`src/verilog/tracker_pkg.sv`:
```
`default_nettype none

package tracker_pkg;

  // pixel position and raw camera data
  typedef logic [10:0] hcount_t; // pixel on current line
  typedef logic [9:0]  vcount_t; // line number
  typedef logic [15:0] rgb565_t; // 5 red, 6 green, 5 blue

  typedef logic [7:0]  chan_t;   // one 8 bit component
  typedef logic [3:0]  nibble_t; // threshold intensity
  typedef logic [31:0] sum_t;    // accumulators and divider operands

  // one recovered camera pixel per beat
  typedef struct packed {
    logic    valid;
    hcount_t hcount;
    vcount_t vcount;
    rgb565_t rgb;
  } pixel_beat_t;

  typedef struct packed {
    chan_t y;
    chan_t cr;
    chan_t cb;
  } ycrcb_t;

  // which of the six channels feeds the threshold
  typedef enum logic [2:0] {
    sel_r  = 3'd0,
    sel_g  = 3'd1,
    sel_b  = 3'd2,
    sel_y  = 3'd3,
    sel_cr = 3'd4,
    sel_cb = 3'd5
  } channel_sel_t;

  typedef struct packed {
    channel_sel_t channel;
    nibble_t      lower; // inclusive
    nibble_t      upper; // inclusive
  } threshold_cfg_t;

  // centre of mass result
  typedef struct packed {
    hcount_t x;
    vcount_t y;
  } com_t;

  localparam int CONVERT_LATENCY = 3; // color_convert register stages

endpackage

`default_nettype wire
```
`src/verilog/blob_tracker.sv`:
```
`timescale 1ns/100ps
`default_nettype none

module blob_tracker import tracker_pkg::*; #(
  parameter int H_ACTIVE  = 320,
  parameter int V_ACTIVE  = 240,
  parameter int DIV_WIDTH = $bits(sum_t)
) (
  input  wire  clk_65mhz,
  input  wire  sys_rst,
  input  wire  pixel_beat_t pix_in,
  input  wire  threshold_cfg_t cfg,
  output com_t com,
  output logic com_valid
);

  ycrcb_t  ycrcb;      // converted pixel
  rgb565_t rgb_conv;   // original rgb, aligned with ycrcb
  logic    valid_conv; // valid, aligned with ycrcb
  logic    mask;

  // coordinates wait out the conversion latency
  hcount_t hcount_pipe [CONVERT_LATENCY];
  vcount_t vcount_pipe [CONVERT_LATENCY];

  always_ff @(posedge clk_65mhz) begin
    hcount_pipe[0] <= pix_in.hcount;
    vcount_pipe[0] <= pix_in.vcount;
    for (int i = 1; i < CONVERT_LATENCY; i++) begin
      hcount_pipe[i] <= hcount_pipe[i-1];
      vcount_pipe[i] <= vcount_pipe[i-1];
    end
  end

  // 3 cycle latency
  color_convert convert_m (
    .clk_65mhz (clk_65mhz),
    .sys_rst   (sys_rst),
    .rgb_in    (pix_in.rgb),
    .valid_in  (pix_in.valid),
    .ycrcb_out (ycrcb),
    .rgb_out   (rgb_conv),
    .valid_out (valid_conv)
  );

  // 0 cycle latency
  color_threshold threshold_m (
    .ycrcb_in (ycrcb),
    .rgb_in   (rgb_conv),
    .valid_in (valid_conv),
    .cfg      (cfg),
    .mask     (mask)
  );

  // variable latency, ends with com_valid
  center_of_mass #(
    .H_ACTIVE  (H_ACTIVE),
    .V_ACTIVE  (V_ACTIVE),
    .DIV_WIDTH (DIV_WIDTH)
  ) com_m (
    .clk_65mhz (clk_65mhz),
    .sys_rst   (sys_rst),
    .x_in      (hcount_pipe[CONVERT_LATENCY-1]), // pipelined
    .y_in      (vcount_pipe[CONVERT_LATENCY-1]), // pipelined
    .valid_in  (valid_conv),
    .mask      (mask),
    .com       (com),
    .com_valid (com_valid)
  );

endmodule

`default_nettype wire

```
`src/verilog/center_of_mass.sv`:
```
`timescale 1ns/100ps
`default_nettype none

module center_of_mass import tracker_pkg::*; #(
  parameter int H_ACTIVE  = 320,
  parameter int V_ACTIVE  = 240,
  parameter int DIV_WIDTH = $bits(sum_t)
) (
  input  wire  clk_65mhz,
  input  wire  sys_rst,
  input  wire  hcount_t x_in,
  input  wire  vcount_t y_in,
  input  wire  valid_in,
  input  wire  mask,
  output com_t com,
  output logic com_valid
);

  typedef enum logic [1:0] {s_accumulate, s_dividing, s_report} com_state_t;

  com_state_t state;

  sum_t x_sum, y_sum, count;       // running frame totals
  sum_t x_sum_l, y_sum_l, count_l; // finished frame, held for the dividers
  sum_t quot_x, quot_y;
  logic div_start;
  logic done_x, done_y;
  logic frame_start;
  logic hit;

  // first pixel of a new frame closes the old one
  assign frame_start = valid_in && (x_in == '0) && (y_in == '0);
  // masked and inside the active window
  assign hit = mask && (x_in < H_ACTIVE) && (y_in < V_ACTIVE);

  always_ff @(posedge clk_65mhz) begin
    if (sys_rst) begin
      x_sum <= '0;
      y_sum <= '0;
      count <= '0;
    end else if (frame_start) begin
      // restart with the new pixel counted
      x_sum <= hit ? sum_t'(x_in) : '0;
      y_sum <= hit ? sum_t'(y_in) : '0;
      count <= hit ? sum_t'(1) : '0;
    end else if (hit) begin
      x_sum <= x_sum + sum_t'(x_in);
      y_sum <= y_sum + sum_t'(y_in);
      count <= count + 1'b1;
    end
  end

  always_ff @(posedge clk_65mhz) begin
    if (sys_rst) begin
      state     <= s_accumulate;
      div_start <= 1'b0;
    end else begin
      div_start <= 1'b0;
      case (state)
        s_accumulate: if (frame_start && count != '0) begin
          x_sum_l   <= x_sum;  // old frame, before the clear
          y_sum_l   <= y_sum;
          count_l   <= count;
          div_start <= 1'b1;   // dividers load next edge
          state     <= s_dividing;
        end
        s_dividing: begin
          // boundaries here are dropped, accumulators still restart above
          // shared start and divisor, so both dones land together
          if (done_x && done_y) state <= s_report;
        end
        s_report: state <= s_accumulate; // single cycle
        default:  state <= s_accumulate;
      endcase
    end
  end

  // capture each quotient as it lands
  always_ff @(posedge clk_65mhz) begin
    if (done_x) com.x <= hcount_t'(quot_x);
    if (done_y) com.y <= vcount_t'(quot_y);
  end

  assign com_valid = (state == s_report); // one cycle after the later done

  serial_divider #(.DIV_WIDTH(DIV_WIDTH)) div_x (
    .clk_65mhz (clk_65mhz),
    .sys_rst   (sys_rst),
    .start     (div_start),
    .dividend  (x_sum_l),
    .divisor   (count_l),
    .quotient  (quot_x),
    .done      (done_x)
  );

  serial_divider #(.DIV_WIDTH(DIV_WIDTH)) div_y (
    .clk_65mhz (clk_65mhz),
    .sys_rst   (sys_rst),
    .start     (div_start),
    .dividend  (y_sum_l),
    .divisor   (count_l),
    .quotient  (quot_y),
    .done      (done_y)
  );

endmodule

`default_nettype wire

```
`src/verilog/serial_divider.sv`:
```
`timescale 1ns/100ps
`default_nettype none

module serial_divider import tracker_pkg::*; #(
  parameter int DIV_WIDTH = $bits(sum_t)
) (
  input  wire  clk_65mhz,
  input  wire  sys_rst,
  input  wire  start,
  input  wire  sum_t dividend,
  input  wire  sum_t divisor,
  output sum_t quotient,
  output logic done
);

  localparam int CNT_W = $clog2(DIV_WIDTH);

  typedef enum logic {div_idle, div_busy} div_state_t;

  div_state_t             state;
  logic [CNT_W-1:0]       bit_cnt;  // bits still to produce, minus one
  logic [DIV_WIDTH-1:0]   quot_r;   // dividend shifts out, quotient shifts in
  logic [DIV_WIDTH-1:0]   div_r;    // held divisor
  logic [DIV_WIDTH-1:0]   rem_r;    // partial remainder, always below div_r
  logic [DIV_WIDTH:0]     trial;    // remainder with next dividend bit

  assign trial = {rem_r, quot_r[DIV_WIDTH-1]};

  always_ff @(posedge clk_65mhz) begin
    if (sys_rst) begin
      state   <= div_idle;
      done    <= 1'b0;
      bit_cnt <= '0;
    end else begin
      done <= 1'b0; // pulse only
      case (state)
        div_idle: if (start) begin
          state   <= div_busy;
          bit_cnt <= CNT_W'(DIV_WIDTH - 1);
          quot_r  <= dividend[DIV_WIDTH-1:0];
          div_r   <= divisor[DIV_WIDTH-1:0];
          rem_r   <= '0;
        end
        div_busy: begin
          // restoring step, keep remainder if the subtract would go negative
          if (trial >= {1'b0, div_r}) begin
            rem_r  <= DIV_WIDTH'(trial - {1'b0, div_r});
            quot_r <= {quot_r[DIV_WIDTH-2:0], 1'b1};
          end else begin
            rem_r  <= trial[DIV_WIDTH-1:0];
            quot_r <= {quot_r[DIV_WIDTH-2:0], 1'b0};
          end
          bit_cnt <= bit_cnt - 1'b1;
          if (bit_cnt == '0) begin
            state <= div_idle;
            done  <= 1'b1; // DIV_WIDTH+1 cycles after start
          end
        end
        default: state <= div_idle;
      endcase
    end
  end

  assign quotient = sum_t'(quot_r); // floor, held until the next start

endmodule

`default_nettype wire

```
`src/verilog/color_threshold.sv`:
```
`timescale 1ns/100ps
`default_nettype none

module color_threshold import tracker_pkg::*; (
  input  wire    ycrcb_t ycrcb_in,
  input  wire    rgb565_t rgb_in,
  input  wire    valid_in,
  input  wire    threshold_cfg_t cfg,
  output logic   mask
);

  nibble_t sel_nib; // top four bits of the chosen channel

  // channel mux, no register
  always_comb begin
    case (cfg.channel)
      sel_r:   sel_nib = rgb_in[15:12]; // top of the 5 bit red
      sel_g:   sel_nib = rgb_in[10:7];  // top of the 6 bit green
      sel_b:   sel_nib = rgb_in[4:1];
      sel_y:   sel_nib = ycrcb_in.y[7:4];
      sel_cr:  sel_nib = ycrcb_in.cr[7:4];
      sel_cb:  sel_nib = ycrcb_in.cb[7:4];
      default: sel_nib = 4'd0;           // unused codes match nothing useful
    endcase
  end

  // both bounds inclusive
  // invalid beats never mask
  assign mask = valid_in && (sel_nib >= cfg.lower) && (sel_nib <= cfg.upper);

endmodule

`default_nettype wire

```
`src/verilog/color_convert.sv`:
```
`timescale 1ns/100ps
`default_nettype none

module color_convert import tracker_pkg::*; (
  input  wire     clk_65mhz,
  input  wire     sys_rst,
  input  wire     rgb565_t rgb_in,
  input  wire     valid_in,
  output ycrcb_t  ycrcb_out,
  output rgb565_t rgb_out,
  output logic    valid_out
);

  // expand to 8 bits, top bits fill the gap
  chan_t r8, g8, b8;
  assign r8 = {rgb_in[15:11], rgb_in[15:13]};
  assign g8 = {rgb_in[10:5], rgb_in[10:9]};
  assign b8 = {rgb_in[4:0], rgb_in[4:2]};

  // stage 1 products, BT.601 coefficients x256
  logic [15:0] p_ry, p_gy, p_by;    // luma
  logic [15:0] p_rcb, p_gcb, p_bcb; // blue difference
  logic [15:0] p_rcr, p_gcr, p_bcr; // red difference

  // stage 2 sums, rounding constant folded in
  logic [17:0]        s_y;
  logic signed [17:0] s_cb, s_cr;

  // sideband travelling with the data
  rgb565_t rgb_pipe [CONVERT_LATENCY];
  logic    valid_pipe [CONVERT_LATENCY];

  // scale back, offset and clamp to the studio range
  function automatic chan_t clip_chan(input logic signed [17:0] v, input int lo, input int hi);
    logic signed [17:0] t;
    t = v;
    if (t < lo) t = 18'(lo);
    else if (t > hi) t = 18'(hi);
    return chan_t'(t[7:0]);
  endfunction

  always_ff @(posedge clk_65mhz) begin
    // multiply
    p_ry  <= 16'(r8 * 8'd66);
    p_gy  <= 16'(g8 * 8'd129);
    p_by  <= 16'(b8 * 8'd25);
    p_rcb <= 16'(r8 * 8'd38);
    p_gcb <= 16'(g8 * 8'd74);
    p_bcb <= 16'(b8 * 8'd112);
    p_rcr <= 16'(r8 * 8'd112);
    p_gcr <= 16'(g8 * 8'd94);
    p_bcr <= 16'(b8 * 8'd18);
    // sum
    s_y  <= {2'b00, p_ry} + {2'b00, p_gy} + {2'b00, p_by} + 18'd128;
    s_cb <= $signed({2'b00, p_bcb}) + 18'sd128 - $signed({2'b00, p_rcb})
            - $signed({2'b00, p_gcb});
    s_cr <= $signed({2'b00, p_rcr}) + 18'sd128 - $signed({2'b00, p_gcr})
            - $signed({2'b00, p_bcr});
    // offset and clip
    ycrcb_out.y  <= clip_chan($signed({8'd0, s_y[17:8]}) + 18'sd16, 16, 235);
    ycrcb_out.cb <= clip_chan((s_cb >>> 8) + 18'sd128, 16, 240);
    ycrcb_out.cr <= clip_chan((s_cr >>> 8) + 18'sd128, 16, 240);
  end

  // rgb rides along so R, G, B stay selectable
  always_ff @(posedge clk_65mhz) begin
    rgb_pipe[0] <= rgb_in;
    for (int i = 1; i < CONVERT_LATENCY; i++) begin
      rgb_pipe[i] <= rgb_pipe[i-1];
    end
  end

  always_ff @(posedge clk_65mhz) begin
    if (sys_rst) begin
      for (int i = 0; i < CONVERT_LATENCY; i++) begin
        valid_pipe[i] <= 1'b0;
      end
    end else begin
      valid_pipe[0] <= valid_in;
      for (int i = 1; i < CONVERT_LATENCY; i++) begin
        valid_pipe[i] <= valid_pipe[i-1];
      end
    end
  end

  assign rgb_out   = rgb_pipe[CONVERT_LATENCY-1];
  assign valid_out = valid_pipe[CONVERT_LATENCY-1]; // 3 cycles after valid_in

endmodule

`default_nettype wire

```
`config.mk`:
```
export PLATFORM = sky130hd
export DESIGN_NAME = blob_tracker
export DESIGN_NICKNAME = d
export VERILOG_FILES = /design/src/verilog/tracker_pkg.sv /design/src/verilog/blob_tracker.sv /design/src/verilog/center_of_mass.sv /design/src/verilog/serial_divider.sv /design/src/verilog/color_threshold.sv /design/src/verilog/color_convert.sv
export SDC_FILE = /design/constraint.sdc
export NUM_CORES = 1
export LEC_CHECK = 0
export BUFFER_PORTS_ARGS = -buffer_cell sky130_fd_sc_hd__buf_2
export CAP_MARGIN = 40
export CELL_PAD_IN_SITES_DETAIL_PLACEMENT = 2
export CELL_PAD_IN_SITES_GLOBAL_PLACEMENT = 2
export CORE_MARGIN = 2
export CORE_UTILIZATION = 46
export DETAILED_ROUTE_END_ITERATION = 7
export PLACE_DENSITY = 0.95
export SLEW_MARGIN = 0
export SYNTH_ARGS = -nofsm -noshare
export SYNTH_HDL_FRONTEND = slang
export SYNTH_SLANG_ARGS = --single-unit
```
`constraint.sdc`:
```
create_clock -name clk_65mhz -period 22.2 [get_ports clk_65mhz]
set_input_delay 1.11 -clock clk_65mhz [delete_from_list [all_inputs] [get_ports clk_65mhz]]
set_output_delay 1.11 -clock clk_65mhz [all_outputs]
set_load 0.1 [all_outputs]
```
==> results <==
- The run finished with clean final reports.
- The number of standard-cell rows in the floorplan is 97.
- The first global-routing pass estimated a little over 200,000 um of wire.
- The number of buffer and inverter instances along the worst setup path is 1.
- The share of cell area taken by muxes after synthesis is 0.0323.
- The kind of end point of the critical path is a register.
- After synthesis, the share of flip-flops with an asynchronous set or reset is 0.
- The post-cts repair resize count is 0.
- The top cell types in the final layout, fill and taps aside, are sky130_fd_sc_hd__dfxtp_1 (338), sky130_fd_sc_hd__inv_1 (311), sky130_fd_sc_hd__edfxtp_1 (309), sky130_fd_sc_hd__ha_1 (304), sky130_fd_sc_hd__nor2_1 (191).
- The startpoint identified for the worst register-to-register timing path is convert_m.p_gy[1].
- The compound-gate portion of the synthesized area was 0.0968.
- For this run, the slowest stage of the critical path takes around 0.48 ns.
- Of the total synthesized cell area, the portion taken by AND, OR, NAND and NOR gates is 0.109.
- After detailed routing, the number of vias per cell comes to around 6.4.
- Clock skew on the completed layout was measured at slightly above 0.04 ns.
- Routability-driven placement finished with a final weighted congestion of about 0.90.
- Buffers added to address setup during post-CTS repair amount to 0.
- The clock tree root driver cell is sky130_fd_sc_hd__clkbuf_16.
- The number of synthesized flops with an enable pin is 309.
- The global-route met3 utilization is 0.0819.
- The HPWL after detailed placement is 84,400 um.
- The most used flip-flop cell after synthesis is sky130_fd_sc_hd__dfxtp_1.
- The overall power of the completed layout is 3.71 mW.
- For the worst flop-to-flop path, the logic depth is 19.
- The share of post-route cells with drive strength above 1 is 0.101.
- The post-placement setup slack is 17.10 ns.
- The portion of the clock cycle consumed by the worst path in the final layout is 0.241.
- The synthesized netlist occupies a cell area of between 30,000 and 40,000 um2.
- The clock period minus worst slack is 5.35 ns.
- The classification of the worst setup path is reg -> reg.
- Of the total synthesized cell area, the portion taken by XOR and XNOR cells is 0.0602.
- The detailed router finished its first iteration with ~2,400 violations.
- The warning count from the yosys run is 0.
- The relative slew slack is 0.326.
- The vertical die dimension is 269 um.
- The DRC violation count after routing is 0.
- The total CTS buffers is 73.
- The cell count after synthesis came out at approximately 2,900.
- The initial antenna violation count is 11.
- The core area is 69,800 um2.
- The clock reaches the later pin of the worst-skew pair after around 0.65 ns.
- For this design the ratio of total power to cell area is roughly 100 nW/um2.
- The count of nets left with antenna violations once routing finished came out at 0.
- Max-cap violations in this run came to 0.
- Counting flops and latches in the post-synthesis netlist gives around 650.
- The synthesized area per cell is approximately 11 um2.
- The tree built by TritonCTS fans out to between 600 and 700 sinks.
- At the worst endpoint, the required time is 22.69 ns.
- The met2 track utilization from global routing is 0.699.
- The final number of max-transition violations was 0.
- The signed area change from the synthesized netlist to the final layout is 12.4%.
- The layout filler cell count is 6,737.
- Setup repair after global routing left no endpoint under its margin.
- The worst supply voltage drop on vdd is roughly 0.081 mV.
- Setup violations remaining at the end of the flow were counted as 0.
- For hold timing, the worst endpoint is convert_m.rgb_pipe[0][17].
- The cell count after placement is 3,877.
- Leaving out filler cells and counting taps, the final layout contains between 4,000 and 5,000.
- The maximum level of the CTS H-tree is 3.
- The worst setup path is launched from a register.
- In the global route stage, overall resource usage came out at 0.396.
- The overflow left after global routing is 0.
- After detailed routing, the average wire length per cell comes to roughly 36 um.
- The worst reg2reg path endpoint is convert_m.s_y[16].
- Hold repair after CTS inserted 0 buffers.
- The logic gate share of total power is 0.259.
- The arithmetic-cell share of the synthesized area counting full adders, half adders and majority gates is 0.160.
- The slowest library cell on the worst path is sky130_fd_sc_hd__o41a_1.
- The clock passes through at most 3 buffers.
- The number of nets handed over by synthesis was about 3,300.
- The detailed-router iteration count before antenna repair is 6.
- The placed instances occupy a cell area of approximately 34,000 um2.
- The worst hold path passes through 0 cells.
- After synthesis, the netlist uses 82 different library cells.
- For met1 alone, demand over resource in global routing was 0.397.
- Broken down by cell family, the worst path's largest delay share belongs to compound AO/OA/AOI/OAI gates.
- The via count of the first global-routing pass came to between 20,000 and 30,000.
- In this run the horizontal extent of the chip is around 270 um.
- The largest net degree at the start of global routing is between 70 and 80.
- The beginning of the worst hold path is convert_m.rgb_pipe[0][1].
- Internal power comes to between 2 and 2.5 mW.
- In this run the worst hold path is classified as reg -> reg.
- The via count is about 26,000.
- The net count reported at finish is between 3,000 and 4,000.
- The initial core utilization is 0.463.
- The clock-pin slew of the registers on the worst-case setup and hold paths is approximately 0.070 ns.
- 73 I/O pins were placed.
- For this run, the register share of the synthesized area comes to 0.498.
- The main combinational cell family by area after synthesis is adder cells.
- The CTS tree is yes.
- The signal on the critical path passes through ha_1 > fa_1 > a21o_1 > a21oi_1 > nor2b_1 > o21ai_0 > xor2_1 > ha_1 > inv_1 > ha_1 > nand2_1 > a2bb2oi_1 > o21ai_0 > o41a_1 > a31o_2 > a21oi_1 > o21bai_1 > o211ai_1 > o211ai_1.
- The most common cell after layout, fill and taps aside is sky130_fd_sc_hd__dfxtp_1.
- The highest achievable clock rate is 187 MHz.
- The actual transition at the worst max-transition pin is 1.01 ns.
- The die area is slightly above 70,000 um2.
- The final-layout setup total negative slack is 0 ns.
- The wire length after detailed routing is 144,000 um.
- The smallest setup slack after layout is roughly 17 ns.
- The arrival time of data at the critical path endpoint is between 5 and 6 ns.
- The busiest layer in global routing is met2.
- The cell with the most instances on the worst path is sky130_fd_sc_hd__ha_1.
- The analysis attributes to net switching a power of about 1.3 mW.
- The worst-path maximum fanout is 3.
- The cell area after layout is about 36,000 um2.
- The number of hold violations in the final report is 0.
- The share of total power dissipated in sequential elements is 0.387.
- Of the total power, the clock network draws 0.354.
- The register-to-register path setup slack is 16.85 ns.
- The leakage power is ~15 nW.
- Of the total power, the share spent switching nets is 0.347.
- The number of I/O port buffers is 72.
==> power by group through the flow <==
stage / Clock, mW / Combinational, mW / Sequential, mW
final: 1.31 / 0.958 / 1.43
after global routing: 1.36 / 0.998 / 1.44
after CTS: 1.31 / 0.934 / 1.43
after detailed placement: 0 / 0.807 / 1.44
after global placement: 0 / 0.662 / 1.43
after floorplan: 0 / 0.526 / 1.40
==> cells in the mapped netlist (5+ instances only) <==
| library cell | count | share of area |
|---|---|---|
| sky130_fd_sc_hd__dfxtp_1 | 340 | 0.21 |
| sky130_fd_sc_hd__o21ai_0 | 69 | 0.011 |
| sky130_fd_sc_hd__or3_1 | 13 | 0.0025 |
| sky130_fd_sc_hd__nor3_1 | 49 | 0.0076 |
| sky130_fd_sc_hd__xor2_1 | 97 | 0.026 |
| sky130_fd_sc_hd__fa_1 | 67 | 0.042 |
| sky130_fd_sc_hd__o311ai_0 | 5 | 0.0014 |
| sky130_fd_sc_hd__mux2_2 | 62 | 0.022 |
| sky130_fd_sc_hd__nor3b_1 | 7 | 0.0016 |
| sky130_fd_sc_hd__a21oi_1 | 188 | 0.029 |
| sky130_fd_sc_hd__o211ai_1 | 11 | 0.0026 |
| sky130_fd_sc_hd__o31ai_1 | 8 | 0.0019 |
| sky130_fd_sc_hd__buf_2 | 10 | 0.0015 |
| sky130_fd_sc_hd__nor4_1 | 17 | 0.0033 |
| sky130_fd_sc_hd__a31o_2 | 6 | 0.0016 |
| sky130_fd_sc_hd__or4_1 | 5 | 0.0012 |
| sky130_fd_sc_hd__xnor2_1 | 125 | 0.034 |
| sky130_fd_sc_hd__nor2_1 | 196 | 0.023 |
| sky130_fd_sc_hd__or2_2 | 9 | 0.0017 |
| sky130_fd_sc_hd__edfxtp_1 | 309 | 0.29 |
| sky130_fd_sc_hd__a211oi_1 | 23 | 0.0053 |
| sky130_fd_sc_hd__ha_1 | 304 | 0.12 |
| sky130_fd_sc_hd__and4_1 | 10 | 0.0027 |
| sky130_fd_sc_hd__a311oi_1 | 6 | 0.0016 |
| sky130_fd_sc_hd__o21bai_1 | 34 | 0.0079 |
| sky130_fd_sc_hd__buf_1 | 7 | 0.00081 |
| sky130_fd_sc_hd__inv_1 | 311 | 0.036 |
| sky130_fd_sc_hd__nand3b_1 | 7 | 0.0016 |
| sky130_fd_sc_hd__nand2_1 | 147 | 0.017 |
| sky130_fd_sc_hd__nor2b_1 | 29 | 0.0056 |
| sky130_fd_sc_hd__clkbuf_1 | 45 | 0.0052 |
| sky130_fd_sc_hd__o21a_1 | 17 | 0.0039 |
| sky130_fd_sc_hd__nand4b_1 | 9 | 0.0024 |
| sky130_fd_sc_hd__a31oi_1 | 18 | 0.0035 |
| sky130_fd_sc_hd__mux2i_1 | 30 | 0.0093 |
| sky130_fd_sc_hd__nand2b_1 | 20 | 0.0039 |
| sky130_fd_sc_hd__nand4_1 | 50 | 0.0097 |
| sky130_fd_sc_hd__a21o_1 | 54 | 0.013 |
| sky130_fd_sc_hd__and3_1 | 27 | 0.0052 |
| sky130_fd_sc_hd__nand3_1 | 75 | 0.012 |
| sky130_fd_sc_hd__and2_1 | 21 | 0.0041 |
==> registers in the layout, indices dropped and copies added (netlist names), 11 cells and up <==
name / flops
com_m.y_sum: 32
com_m.div_x.quotient: 32
convert_m.p_ry: 11
convert_m.p_gy: 15
com_m.x_sum: 32
vcount_pipe: 30
com_m.count_l: 32
convert_m.p_rcb: 12
convert_m.p_by: 13
com_m.y_sum_l: 32
com_m.x_sum_l: 32
com_m.count: 32
convert_m.p_gcb: 12
com_m.com: 21
hcount_pipe: 33
com_m.div_y.quotient: 32
com_m.div_y.div_r: 32
convert_m.ycrcb_out: 12
com_m.div_x.div_r: 32
convert_m.p_gcr: 12
com_m.div_y.rem_r: 32
convert_m.rgb_pipe: 25
com_m.div_x.rem_r: 32
==> final cells by class <==
class	instances	area, um2	share of cell area
repair buffers	95	621	0.0171
clock inverters	30	353	0.00971
diodes	3	7.51	0.000207
well taps	940	1180	0.0324
clock buffers	104	2080	0.0572
inverters	312	1170	0.0322
flip-flops and latches	649	16100	0.443
multi-input cells	1885	14800	0.408
==> per-stage QoR <==
step | util | hold slack (ns)
4_1_cts | 0.520 | 0.328
6_report | 0.521 | 0.322
3_3_place_gp | 0.483 | 0.311
3_5_place_dp | 0.485 | 0.314
5_1_grt | 0.521 | 0.333
2_1_floorplan | - | 0.310
==> logic make-up (layout without fill, tap and decap cells) <==
family	count (synthesis)	after routing
and+or+nand+nor	705	705
DFF	649	649
AOI/OAI and AO/OA	491	491
buffers and inverters	378	541
adders and majority gates	372	372
xor gates and xnor gates	222	222
muxes	94	94
other	1	4
==> how the worst max path moves through the flow <==
stage	endpoint	startpoint	cells past startpoint
6_report	convert_m.s_y[16]	convert_m.p_gy[1]	19
5_1_grt	convert_m.s_y[16]	convert_m.p_gy[1]	19
4_1_cts	convert_m.s_y[16]	convert_m.p_gy[1]	17
3_5_place_dp	com_m.y_sum[20]	cfg[8]	14
3_3_place_gp	com_m.y_sum[20]	cfg[8]	13
2_1_floorplan	com_m.count_l[0]	sys_rst	2
==> per-layer routing <==
metal,vias to the layer above,wire length [um]
li1,10400,-
met4,8,14700
met1,13000,48700
met3,755,8530
met5,-,57
met2,1479,71700
(Power assumes the default switching activity.)
